`src/ldu_macros.svh`:
```
// sizing macros for the load dispatch queue
// register file, ROB, central queue, way and bank counts

`ifndef LDU_MACROS_SVH
`define LDU_MACROS_SVH

// dispatch width
`define LDU_DISPATCH_WAYS 4

// physical registers and writeback banking
`define LDU_PR_COUNT 64
`define LDU_LOG_PR_COUNT 6
`define LDU_PRF_BANK_COUNT 4
`define LDU_LOG_PRF_BANK_COUNT 2

// ROB and load central queue
`define LDU_ROB_ENTRIES 32
`define LDU_LOG_ROB_ENTRIES 5
`define LDU_LOG_CQ_ENTRIES 4

`define LDU_MDPT_INFO_WIDTH 8
`define LDU_DQ_ENTRIES 4

`endif
```
`src/core_types_pkg.sv`:
```
// core-wide index types, writeback and kill broadcasts
// plus the wakeup and kill match helpers

`include "ldu_macros.svh"

package core_types_pkg;

	typedef logic [`LDU_LOG_PR_COUNT-1:0] pr_t;
	typedef logic [`LDU_LOG_ROB_ENTRIES-1:0] rob_index_t;
	typedef logic [`LDU_LOG_CQ_ENTRIES-1:0] cq_index_t;

	// one bank slot, the bank itself is the low PR bits
	typedef struct packed {
		logic valid;
		logic [`LDU_LOG_PR_COUNT-`LDU_LOG_PRF_BANK_COUNT-1:0] upper_PR;
	} wb_bus_t;

	typedef wb_bus_t [`LDU_PRF_BANK_COUNT-1:0] wb_bus_by_bank_t;

	typedef struct packed {
		logic valid;
		rob_index_t abs_head_index;
		rob_index_t rel_kill_younger_index;
	} rob_kill_t;

	// operand wakeup from its own bank
	function automatic logic pr_woken(pr_t pr, wb_bus_by_bank_t wb_bus_by_bank);
		wb_bus_t slot;
		slot = wb_bus_by_bank[pr[`LDU_LOG_PRF_BANK_COUNT-1:0]];
		return slot.valid && (slot.upper_PR == pr[`LDU_LOG_PR_COUNT-1:`LDU_LOG_PRF_BANK_COUNT]);
	endfunction

	// younger than or at the kill point, relative to ROB head
	function automatic logic rob_killed(rob_index_t rob_index, rob_kill_t rob_kill);
		rob_index_t rel_index;
		rel_index = rob_index - rob_kill.abs_head_index;
		return rob_kill.valid && (rel_index >= rob_kill.rel_kill_younger_index);
	endfunction

endpackage

```
`src/ldu_types_pkg.sv`:
```
// load dispatch op, dispatch queue entry
// central queue and issue queue enqueue structs

`include "ldu_macros.svh"

package ldu_types_pkg;

	// one dispatch way
	typedef struct packed {
		logic attempt;
		logic valid;
		logic [3:0] op;
		logic [11:0] imm12;
		logic [`LDU_MDPT_INFO_WIDTH-1:0] mdp_info;
		core_types_pkg::pr_t A_PR;
		logic A_ready;
		logic A_is_zero;
		core_types_pkg::pr_t dest_PR;
		core_types_pkg::rob_index_t ROB_index;
	} ldu_dispatch_op_t;

	// stored op, killed set while waiting
	typedef struct packed {
		logic [3:0] op;
		logic [11:0] imm12;
		logic [`LDU_MDPT_INFO_WIDTH-1:0] mdp_info;
		core_types_pkg::pr_t A_PR;
		logic A_ready;
		logic A_is_zero;
		core_types_pkg::pr_t dest_PR;
		core_types_pkg::rob_index_t ROB_index;
		logic killed;
	} ldu_dq_entry_t;

	typedef struct packed {
		logic valid;
		logic killed;
		logic [`LDU_MDPT_INFO_WIDTH-1:0] mdp_info;
		core_types_pkg::pr_t dest_PR;
		core_types_pkg::rob_index_t ROB_index;
	} ldu_cq_enq_t;

	typedef struct packed {
		logic valid;
		logic [3:0] op;
		logic [11:0] imm12;
		core_types_pkg::pr_t A_PR;
		logic A_ready;
		logic A_is_zero;
		core_types_pkg::cq_index_t cq_index;
	} ldu_iq_enq_t;

endpackage

```
`src/ldu_dq_wrapper.sv`:
```
// load dispatch queue top level
// boundary registers around selector, queue and enqueue stage

`timescale 1ns/1ns

`include "ldu_macros.svh"

module ldu_dq_wrapper (
	input logic CLK,
	input logic nRST,

	// dispatch ways
	input ldu_types_pkg::ldu_dispatch_op_t [`LDU_DISPATCH_WAYS-1:0] next_dispatch_by_way,
	output logic [`LDU_DISPATCH_WAYS-1:0] last_dispatch_ack_by_way,

	// broadcasts
	input core_types_pkg::wb_bus_by_bank_t next_wb_bus_by_bank,
	input core_types_pkg::rob_kill_t next_rob_kill,

	// central queue
	input logic next_ldu_cq_enq_ready,
	input core_types_pkg::cq_index_t next_ldu_cq_enq_index,
	output ldu_types_pkg::ldu_cq_enq_t last_ldu_cq_enq,

	// issue queue
	input logic next_ldu_iq_enq_ready,
	output ldu_types_pkg::ldu_iq_enq_t last_ldu_iq_enq
);

	// registered inputs
	ldu_types_pkg::ldu_dispatch_op_t [`LDU_DISPATCH_WAYS-1:0] dispatch_by_way;
	core_types_pkg::wb_bus_by_bank_t wb_bus_by_bank;
	core_types_pkg::rob_kill_t rob_kill;
	logic ldu_cq_enq_ready;
	core_types_pkg::cq_index_t ldu_cq_enq_index;
	logic ldu_iq_enq_ready;

	// core logic outputs
	logic [`LDU_DISPATCH_WAYS-1:0] dispatch_ack_by_way;
	ldu_types_pkg::ldu_cq_enq_t ldu_cq_enq;
	ldu_types_pkg::ldu_iq_enq_t ldu_iq_enq;

	// between blocks
	logic write_valid;
	ldu_types_pkg::ldu_dq_entry_t write_entry;
	logic full;
	logic head_valid;
	ldu_types_pkg::ldu_dq_entry_t head_entry;
	logic pop;

	// --------------------
	// blocks
	ldu_dispatch_select u_select (
		.dispatch_by_way(dispatch_by_way),
		.full(full),
		.dispatch_ack_by_way(dispatch_ack_by_way),
		.write_valid(write_valid),
		.write_entry(write_entry)
	);

	ldu_dq_queue u_queue (
		.CLK(CLK),
		.nRST(nRST),
		.write_valid(write_valid),
		.write_entry(write_entry),
		.pop(pop),
		.wb_bus_by_bank(wb_bus_by_bank),
		.rob_kill(rob_kill),
		.full(full),
		.head_valid(head_valid),
		.head_entry(head_entry)
	);

	ldu_dq_enq u_enq (
		.head_valid(head_valid),
		.head_entry(head_entry),
		.wb_bus_by_bank(wb_bus_by_bank),
		.ldu_cq_enq_ready(ldu_cq_enq_ready),
		.ldu_cq_enq_index(ldu_cq_enq_index),
		.ldu_iq_enq_ready(ldu_iq_enq_ready),
		.pop(pop),
		.ldu_cq_enq(ldu_cq_enq),
		.ldu_iq_enq(ldu_iq_enq)
	);

	// --------------------
	// boundary registers
	always_ff @(posedge CLK, negedge nRST) begin
		if (!nRST) begin
			dispatch_by_way <= '0;
			wb_bus_by_bank <= '0;
			rob_kill <= '0;
			ldu_cq_enq_ready <= 1'b0;
			ldu_cq_enq_index <= '0;
			ldu_iq_enq_ready <= 1'b0;
			last_dispatch_ack_by_way <= '0;
			last_ldu_cq_enq <= '0;
			last_ldu_iq_enq <= '0;
		end else begin
			// inputs
			dispatch_by_way <= next_dispatch_by_way;
			wb_bus_by_bank <= next_wb_bus_by_bank;
			rob_kill <= next_rob_kill;
			ldu_cq_enq_ready <= next_ldu_cq_enq_ready;
			ldu_cq_enq_index <= next_ldu_cq_enq_index;
			ldu_iq_enq_ready <= next_ldu_iq_enq_ready;
			// outputs
			last_dispatch_ack_by_way <= dispatch_ack_by_way;
			last_ldu_cq_enq <= ldu_cq_enq;
			last_ldu_iq_enq <= ldu_iq_enq;
		end
	end

endmodule

```
`src/ldu_dq_enq.sv`:
```
// head pop into the load central queue and issue queue
// killed ops only go to the central queue

`timescale 1ns/1ns

module ldu_dq_enq (
	input logic head_valid,
	input ldu_types_pkg::ldu_dq_entry_t head_entry,
	input core_types_pkg::wb_bus_by_bank_t wb_bus_by_bank,
	input logic ldu_cq_enq_ready,
	input core_types_pkg::cq_index_t ldu_cq_enq_index,
	input logic ldu_iq_enq_ready,

	output logic pop,
	output ldu_types_pkg::ldu_cq_enq_t ldu_cq_enq,
	output ldu_types_pkg::ldu_iq_enq_t ldu_iq_enq
);

	logic head_A_ready;

	// killed head does not wait on the issue queue
	assign pop = head_valid && ldu_cq_enq_ready
		&& (ldu_iq_enq_ready || head_entry.killed);

	// wakeup landing in the pop cycle
	assign head_A_ready = head_entry.A_ready
		|| core_types_pkg::pr_woken(head_entry.A_PR, wb_bus_by_bank);

	// --------------------
	// central queue
	always_comb begin
		ldu_cq_enq.valid = pop;
		ldu_cq_enq.killed = head_entry.killed;
		ldu_cq_enq.mdp_info = head_entry.mdp_info;
		ldu_cq_enq.dest_PR = head_entry.dest_PR;
		ldu_cq_enq.ROB_index = head_entry.ROB_index;
	end

	// --------------------
	// issue queue
	always_comb begin
		ldu_iq_enq.valid = pop && !head_entry.killed;
		ldu_iq_enq.op = head_entry.op;
		ldu_iq_enq.imm12 = head_entry.imm12;
		ldu_iq_enq.A_PR = head_entry.A_PR;
		ldu_iq_enq.A_ready = head_A_ready;
		ldu_iq_enq.A_is_zero = head_entry.A_is_zero;
		// index handed back with the ready
		ldu_iq_enq.cq_index = ldu_cq_enq_index;
	end

endmodule

```
`src/ldu_dq_queue.sv`:
```
// circular load dispatch queue
// operand wakeup and kill marking on stored and incoming ops

`timescale 1ns/1ns

`include "ldu_macros.svh"

module ldu_dq_queue (
	input logic CLK,
	input logic nRST,

	input logic write_valid,
	input ldu_types_pkg::ldu_dq_entry_t write_entry,
	input logic pop,
	input core_types_pkg::wb_bus_by_bank_t wb_bus_by_bank,
	input core_types_pkg::rob_kill_t rob_kill,

	output logic full,
	output logic head_valid,
	output ldu_types_pkg::ldu_dq_entry_t head_entry
);

	localparam int DEPTH = `LDU_DQ_ENTRIES;
	localparam int PTR_W = $clog2(DEPTH);

	ldu_types_pkg::ldu_dq_entry_t entries [DEPTH];
	ldu_types_pkg::ldu_dq_entry_t write_entry_upd;

	logic [PTR_W-1:0] head_ptr;
	logic [PTR_W-1:0] tail_ptr;
	logic [PTR_W:0] count;

	// a pop this cycle frees the head slot for the incoming op
	assign full = (count == (PTR_W+1)'(DEPTH)) && !pop;
	assign head_valid = (count != '0);
	assign head_entry = entries[head_ptr];

	// incoming op sees the same broadcasts as stored ones
	always_comb begin
		write_entry_upd = write_entry;
		if (core_types_pkg::pr_woken(write_entry.A_PR, wb_bus_by_bank)) begin
			write_entry_upd.A_ready = 1'b1;
		end
		if (core_types_pkg::rob_killed(write_entry.ROB_index, rob_kill)) begin
			write_entry_upd.killed = 1'b1;
		end
	end

	// --------------------
	// storage
	always_ff @(posedge CLK) begin
		for (int i = 0; i < DEPTH; i++) begin
			if (core_types_pkg::pr_woken(entries[i].A_PR, wb_bus_by_bank)) begin
				entries[i].A_ready <= 1'b1;
			end
			if (core_types_pkg::rob_killed(entries[i].ROB_index, rob_kill)) begin
				entries[i].killed <= 1'b1;
			end
		end
		// new op overrides the tail slot
		if (write_valid) begin
			entries[tail_ptr] <= write_entry_upd;
		end
	end

	// --------------------
	// pointers and occupancy
	always_ff @(posedge CLK, negedge nRST) begin
		if (!nRST) begin
			head_ptr <= '0;
			tail_ptr <= '0;
			count <= '0;
		end else begin
			if (pop) begin
				head_ptr <= (head_ptr == PTR_W'(DEPTH-1)) ? '0 : head_ptr + 1'b1;
			end
			if (write_valid) begin
				tail_ptr <= (tail_ptr == PTR_W'(DEPTH-1)) ? '0 : tail_ptr + 1'b1;
			end
			case ({write_valid, pop})
				2'b10: count <= count + 1'b1;
				2'b01: count <= count - 1'b1;
				default: count <= count;
			endcase
		end
	end

endmodule

```
`src/ldu_dispatch_select.sv`:
```
// in-order dispatch acknowledge over the load ways
// picks at most one op per cycle for the dispatch queue

`timescale 1ns/1ns

`include "ldu_macros.svh"

module ldu_dispatch_select (
	input ldu_types_pkg::ldu_dispatch_op_t [`LDU_DISPATCH_WAYS-1:0] dispatch_by_way,
	input logic full,

	output logic [`LDU_DISPATCH_WAYS-1:0] dispatch_ack_by_way,
	output logic write_valid,
	output ldu_types_pkg::ldu_dq_entry_t write_entry
);

	localparam int SEL_W = $clog2(`LDU_DISPATCH_WAYS);

	logic blocked;
	logic taken;
	logic [SEL_W-1:0] sel_way;
	ldu_types_pkg::ldu_dispatch_op_t sel_op;

	// scan lowest way first
	always_comb begin
		blocked = 1'b0;
		taken = 1'b0;
		sel_way = '0;
		dispatch_ack_by_way = '0;
		for (int w = 0; w < `LDU_DISPATCH_WAYS; w++) begin
			if (dispatch_by_way[w].attempt && !blocked) begin
				if (!dispatch_by_way[w].valid) begin
					// invalid attempt, ack and drop
					dispatch_ack_by_way[w] = 1'b1;
				end else if (!taken && !full) begin
					dispatch_ack_by_way[w] = 1'b1;
					taken = 1'b1;
					sel_way = SEL_W'(w);
				end else begin
					// retried later, holds back every higher way
					blocked = 1'b1;
				end
			end
		end
	end

	assign sel_op = dispatch_by_way[sel_way];
	assign write_valid = taken;

	always_comb begin
		write_entry.op = sel_op.op;
		write_entry.imm12 = sel_op.imm12;
		write_entry.mdp_info = sel_op.mdp_info;
		write_entry.A_PR = sel_op.A_PR;
		write_entry.A_ready = sel_op.A_ready;
		write_entry.A_is_zero = sel_op.A_is_zero;
		write_entry.dest_PR = sel_op.dest_PR;
		write_entry.ROB_index = sel_op.ROB_index;
		write_entry.killed = 1'b0;
	end

endmodule

```
`config.mk`:
```
export PLATFORM = sky130hd
export DESIGN_NAME = ldu_dq_wrapper
export DESIGN_NICKNAME = d
export VERILOG_FILES = /design/src/core_types_pkg.sv /design/src/ldu_types_pkg.sv /design/src/ldu_dq_wrapper.sv /design/src/ldu_dq_enq.sv /design/src/ldu_dq_queue.sv /design/src/ldu_dispatch_select.sv
export VERILOG_INCLUDE_DIRS = /design/src /design/src/src
export SDC_FILE = /design/constraint.sdc
export NUM_CORES = 1
export LEC_CHECK = 0
export BUFFER_PORTS_ARGS = -buffer_cell sky130_fd_sc_hd__buf_2
export CORE_UTILIZATION = 24
export DETAILED_ROUTE_END_ITERATION = 8
export PLACE_DENSITY = 0.41
export SLEW_MARGIN = 30
export SYNTH_ARGS = -nofsm -noshare
export SYNTH_HDL_FRONTEND = slang
export SYNTH_SLANG_ARGS = --single-unit
export TNS_END_PERCENT = 20
```
`constraint.sdc`:
```
create_clock -name CLK -period 7.4 [get_ports CLK]
set_clock_uncertainty 0.2 [all_clocks]
set_input_delay 1.48 -clock CLK [delete_from_list [all_inputs] [get_ports CLK]]
set_output_delay 1.48 -clock CLK [all_outputs]
set_load 0.01 [all_outputs]
```
==> results of run 1 <==
==> logic make-up after synthesis <==
kind of cell | share of synthesized area [%]
flops | 69.21
compound gates | 5.319
xor+xnor | 2.243
mux | 10.20
buf+inv | 1.858
simple gates | 6.750
fa+ha+maj | 4.429
==> state kept, by name (all words and copies together), names as in the netlist, 4 cells and up <==
name                      flops
dispatch_by_way             180
last_dispatch_ack_by_way      4
last_ldu_cq_enq              21
last_ldu_iq_enq              29
ldu_cq_enq_index              4
rob_kill                     11
u_queue.entries             176
wb_bus_by_bank               20
==> final timing paths <==
check	slack, ps	start	cells past startpoint	end
setup / recovery	2080	u_queue.head_ptr[0]	18	u_queue.entries[2][0]
hold / removal	150	ldu_cq_enq_index[0]	0	last_ldu_iq_enq[0]
setup reg to reg	2080	u_queue.head_ptr[0]	18	u_queue.entries[2][0]
hold reg to reg	150	ldu_cq_enq_index[0]	0	last_ldu_iq_enq[0]
max in group asynchronous	5100	nRST	3	last_ldu_cq_enq[12]
min in group asynchronous	630	nRST	1	ldu_cq_enq_index[3]
==> layout by cell type (no fill, tap or decap), types with 14 or more instances in the layout <==
cell | netlist | layout
dfrtp_1 | 278 | 276
buf_2 | 3 | 271
edfxtp_1 | 168 | 168
nand2_1 | 157 | 157
mux4_2 | 68 | 68
clkbuf_16 | 0 | 59
ha_1 | 51 | 51
a31oi_1 | 37 | 37
and3_1 | 35 | 35
inv_1 | 30 | 30
xor2_1 | 25 | 25
xnor2_1 | 20 | 20
a21o_1 | 20 | 20
a21oi_1 | 19 | 18
o21ai_0 | 16 | 16
mux2i_1 | 14 | 14
clkbuf_1 | 30 | 14
==> where the power goes <==
group	total (mW)	switching [mW]	internal [mW]
logic	2.01	1.14	0.870
registers	3.47	0.252	3.22
clock network	2.58	1.02	1.56
==> through the flow <==
| stage | cells | cell area, µm² | power, mW | hold WS, ps |
|---|---|---|---|---|
| 4_1_cts | 2404 | 21830 | 8.242 | 149.0 |
| 5_1_grt | 2408 | 21900 | 8.533 | 151.6 |
| 6_report | 2408 | 21900 | 8.062 | 146.0 |
| 2_1_floorplan | 1120 | 17570 | 4.757 | 131.2 |
| 3_3_place_gp | 2307 | 20070 | 5.590 | 132.4 |
| 3_5_place_dp | 2307 | 20070 | 5.604 | 136.2 |
==> layout make-up <==
class                           count  share of cell area (%)
Inverter                           31                  0.5313
Sequential cell                   454                   55.55
Clock inverter                     12                  0.3085
Antenna cell                        1                 0.01143
Tap cell                          950                   5.427
Clock buffer                       85                   7.735
Timing Repair Buffer              288                   7.050
Multi-Input combinational cell    587                   23.38
==> layer usage <==
metal | GRT usage (%) | share of wire [%]
met5 | 0 | 0
met4 | 4.834 | 2.8
met3 | 2.320 | 4.5
met2 | 22.27 | 51
met1 | 16.42 | 42
==> results.tsv, run 1 <==
stage	metric	value	unit
outcome	status	completed	
power_and_ir_drop	p_per_area	368.1	nW/µm²
global_route	antenna_found_initial	1	
routing	ant_nets	0	
synthesis	synth_top_area_share	39.59	%
sta	hold_viol	0	
synthesis	ys_seq_area_share	69.21	%
synthesis	synthDistinctLibCells	58	
global_route	grt_usage	13.03	%
synthesis	synth-main-ff-cell	dfrtp_1	
floorplan	dieArea	74310	µm²
worst_setup_path	cp.required	7630	ps
global_route	first_global_vias	11175	
clock_network	cts.path.max_buffers	3	
worst_setup_path	path_buf_inv	2	
worst_setup_path	worst_setup_path_end_kind	register	
clock_network	post_cts_buffers	0	
synthesis	synthTopCellsByArea	dfrtp_1 40%, edfxtp_1 29%, mux4_2 8.7%, ha_1 3.6%, nand2_1 3.4%	
synthesis	syn_inst	1120	
sta	rsz0062_at_grt	no	
floorplan	start_util	24.42	%
clock_network	clk_latency	590	ps
clock_network	h-tree-depth	2	
synthesis	yosysTopAreaCell	dfrtp_1	
routing	first_iter_violations	600	
worst_setup_path	crit_type	register to register	
sta	worst_slew_pin_slew	869.3	ps
power_and_ir_drop	p_leak	9.149	nW
clock_network	cts_made_buffers	53	
synthesis	syn_area_per_cell	15.69	µm²
synthesis	synth_most_common_cell	dfrtp_1	
finish	nNetsFinal	1691	
worst_setup_path	cp_cell_sequence	or2_2 -> o221ai_1 -> a21oi_4 -> buf_4 -> mux2i_1 -> nand2_1 -> nand2_1 -> ha_1 -> fa_1 -> inv_1 -> a21o_1 -> a21oi_1 -> xnor2_1 -> xnor2_1 -> ha_1 -> nor2b_1 -> o21ai_0 -> a22oi_1	
finish	utilization	30.43	%
routing	num_vias	10221	
worst_setup_path	cpPeakStageDelay	740	ps
place	place_congestion	0.7695	
routing	wl	48210	µm
place	pre_cts_ws	1948	ps
clock_network	root_buffer	clkbuf_16	
worst_setup_path	cp-start-kind	register	
routing	drt_first_pass_iters	5	
finish	multi_input_area	5121	µm²
routing	remaining_drc_errors	0	
floorplan	die_w	272.6	µm
sta	maxSlewHeadroom	42.04	%
sta	period_needed	5322	ps
place	place_hpwl	32990	µm
sta	post-route-period-util	71.92	%
worst_setup_path	slowest_stage	dfrtp_4	
sta	setup_ws	2078	ps
global_route	grt_pass1_wl	71850	µm
sta	setup_tns	0	ps
place	portBuffers	272	
sta	finalSetupViolCount	0	
clock_network	clkTransAtPathRegs	50	ps
floorplan	core	71980	µm²
finish	drive_gt1_share	32.12	%
worst_setup_path	cp_data_arrival_time	5550	ps
synthesis	yosys_warnings	0	
sta	drv_slew	0	
synthesis	synth-async-reset-ratio	61.23	%
synthesis	ys_seq_elements	454	
clock_network	numClockSinks	454	
finish	regArea	12170	µm²
finish	syn2layout_area_growth	24.63	%
clock_network	ctsResizeCount	0	
synthesis	ys_top_cells_by_count	278 x dfrtp_1, 168 x edfxtp_1, 157 x nand2_1	
routing	vias_per_cell	4.245	
global_route	grt_start_max_net_pins	155	
worst_setup_path	critPathMaxFanout	36	
sta	fmax	187.9	MHz
synthesis	synth-edff-count	168	
run	cap_violations	0	
synthesis	synth.cell_area	17570	µm²
worst_setup_path	cp_top_family	compound AO/OA/AOI/OAI gates	
floorplan	die_h	272.6	µm
global_route	grt-ovfl-total	0	
synthesis	synth_fp_nets	1396	
clock_network	cts_tree	built	
floorplan	row_count	98	
floorplan	pin_count	273	
min_path	hold_class	register to register	
finish	n_fill_cell	7155	
routing	routedWlPerCell	20.02	µm
power_and_ir_drop	vdd.ir_drop.worst	0.1987	mV
clock_network	cts_hold_buf	0	
No activity file was read; power rests on OpenSTA's default activity.
==> run 2: changes to the inputs <==
==> constraint.sdc (replaced) <==
create_clock -name CLK -period 5.3 [get_ports CLK]
set_clock_uncertainty 0.2 [all_clocks]
set_input_delay 1.06 -clock CLK [delete_from_list [all_inputs] [get_ports CLK]]
set_output_delay 1.06 -clock CLK [all_outputs]
set_load 0.01 [all_outputs]
==> run 2 against run 1 <==
Compared with the run above:
- worst hold slack improved by 1.7 ps
- critical endpoint unchanged
- combinational power rose by 42%
- critical path type unchanged
- die area did not move
==> results.tsv, run 2 (synthesis results as in run 1) <==
stage	metric	value	unit
outcome	status	completed	
sta	post-route-period-util	88.77	%
min_path	hold_class	register to register	
sta	drv_slew	0	
finish	top_register	dispatch_by_way	
clock_network	clkTransAtPathRegs	60	ps
place	dpl-instance-area	20100	µm²
worst_setup_path	cp-start-kind	register	
power_and_ir_drop	clkPwrFrac	32.8	%
place	place_congestion	0.7626	
finish	drive_gt1_share	32.32	%
global_route	antenna_found_initial	0	
sta	rsz0062_at_grt	no	
place	dp_cells	2309	
floorplan	row_count	98	
worst_setup_path	cp.required	5540	ps
sta	worst_slew_pin_slew	890.5	ps
routing	first_iter_violations	759	
clock_network	ctsResizeCount	0	
clock_network	h-tree-depth	2	
sta	period_needed	4705	ps
clock_network	cts.path.max_buffers	3	
worst_setup_path	critPathMaxFanout	12	
routing	wl	49130	µm
clock_network	numClockSinks	454	
clock_network	clk_latency	590	ps
floorplan	die_w	272.6	µm
clock_network	cts_hold_buf	0	
place	portBuffers	272	
clock_network	cts_made_buffers	52	
clock_network	post_cts_buffers	0	
routing	ant_nets	0	
run	cap_violations	0	
finish	fin_cells	2406	
power_and_ir_drop	vdd.ir_drop.worst	0.2595	mV
global_route	grt_start_max_net_pins	94	
worst_setup_path	worst_setup_path_end_kind	register	
power_and_ir_drop	p_sw	3.412	mW
floorplan	die_h	272.6	µm
floorplan	pin_count	273	
power_and_ir_drop	p_sw_share	29.88	%
sta	finalSetupViolCount	0	
place	place_hpwl	33680	µm
sta	maxSlewHeadroom	40.64	%
worst_setup_path	crit_type	register to register	
finish	layout_commonest_cell	dfrtp_1	
worst_setup_path	cp_data_arrival_time	4940	ps
global_route	grt_pass1_wl	73490	µm
power_and_ir_drop	p_comb_share	24.9	%
floorplan	dieArea	74310	µm²
finish	largest_register_ffs	180	
global_route	first_global_vias	11083	
sta	setup_tns	0	ps
power_and_ir_drop	total_power	11.42	mW
sta	holdWs	147.7	ps
finish	reg.largest.list	dispatch_by_way: 180 flops, u_queue.entries: 176 flops, last_ldu_iq_enq: 29 flops	
routing	num_vias	10297	
routing	drt_first_pass_iters	5	
clock_network	root_buffer	clkbuf_16	
floorplan	start_util	24.42	%
power_and_ir_drop	p_per_area	520.0	nW/µm²
floorplan	core	71980	µm²
routing	remaining_drc_errors	0	
power_and_ir_drop	p_leak	9.162	nW
global_route	grt-ovfl-total	0	
sta	hold_viol	0	
power_and_ir_drop	p_int	8.004	mW
sta	fmax	212.6	MHz
routing	vias_per_cell	4.280	
power_and_ir_drop	pwr-share-seq	42.2	%
routing	routedWlPerCell	20.42	µm
finish	nNetsFinal	1690	
global_route	grt_usage	13.31	%
finish	syn2layout_area_growth	24.93	%
clock_network	cts_tree	built	
finish	final_area	21950	µm²
finish	layout_common_cells	276 x dfrtp_1, 271 x buf_2, 168 x edfxtp_1, 157 x nand2_1, 68 x mux4_2	
run 2: worst max-delay path, cell delays in order (launching register included):
cell and delay [ps]:
dfrtp_4 600, or2_2 360, o221a_4 310, o211ai_1 250, clkbuf_4 270, nand2_1 70, and3_1 170, a31oi_1 360
ha_1 360, a21o_1 190, a21oi_1 170, xnor2_1 150, xnor2_1 140, ha_1 240, nor2b_1 120, o21ai_0 410
a22oi_1 170
run 2: cell type report:
class                   count  area [µm²]
flip-flops and latches    454       12170
clock buffers              79        1650
diodes                      2       5.005
multi-input cells         587        5121
fillers                  7154       50020
well taps                 950        1189
inverters                  31       116.4
clock inverters            15       185.2
repair buffers            288        1520
run 2: per-layer routing:
metal,vias up,global-route usage [%],part of all wire (%)
met5,-,0,0
met4,0,4.302,2.6
met3,86,2.829,4.9
met2,291,22.21,50
met1,5245,17.16,43
li1,4675,-,-
run 2: path summary, 6_finish.rpt:
path / slack, ps / startpoint / cells past startpoint / endpoint
min in group asynchronous: 290 / nRST / 1 / last_ldu_iq_enq[2]
max: 600 / u_queue.head_ptr[0] / 16 / u_queue.entries[2][0]
max reg2reg: 600 / u_queue.head_ptr[0] / 16 / u_queue.entries[2][0]
max in group asynchronous: 3590 / nRST / 2 / dispatch_by_way[111]
min: 150 / ldu_cq_enq_index[0] / 0 / last_ldu_iq_enq[0]
min reg2reg: 150 / ldu_cq_enq_index[0] / 0 / last_ldu_iq_enq[0]
run 2: power groups by stage:
stage	logic (mW)	registers, mW	clock network, mW
5_1_grt	3.17	4.89	4.03
3_3_place_gp	2.92	4.89	0
2_1_floorplan	1.80	4.84	0
3_5_place_dp	2.95	4.89	0
4_1_cts	2.96	4.83	3.89
6_report	2.85	4.82	3.75
run 2: stage by stage:
stage	setup WS (ps)	utilization, %
floorplan	756.2	-
global placement	395.9	27.92
detailed placement	233.5	27.92
CTS	204.9	30.47
global route	208.3	30.49
finish	595.4	30.50
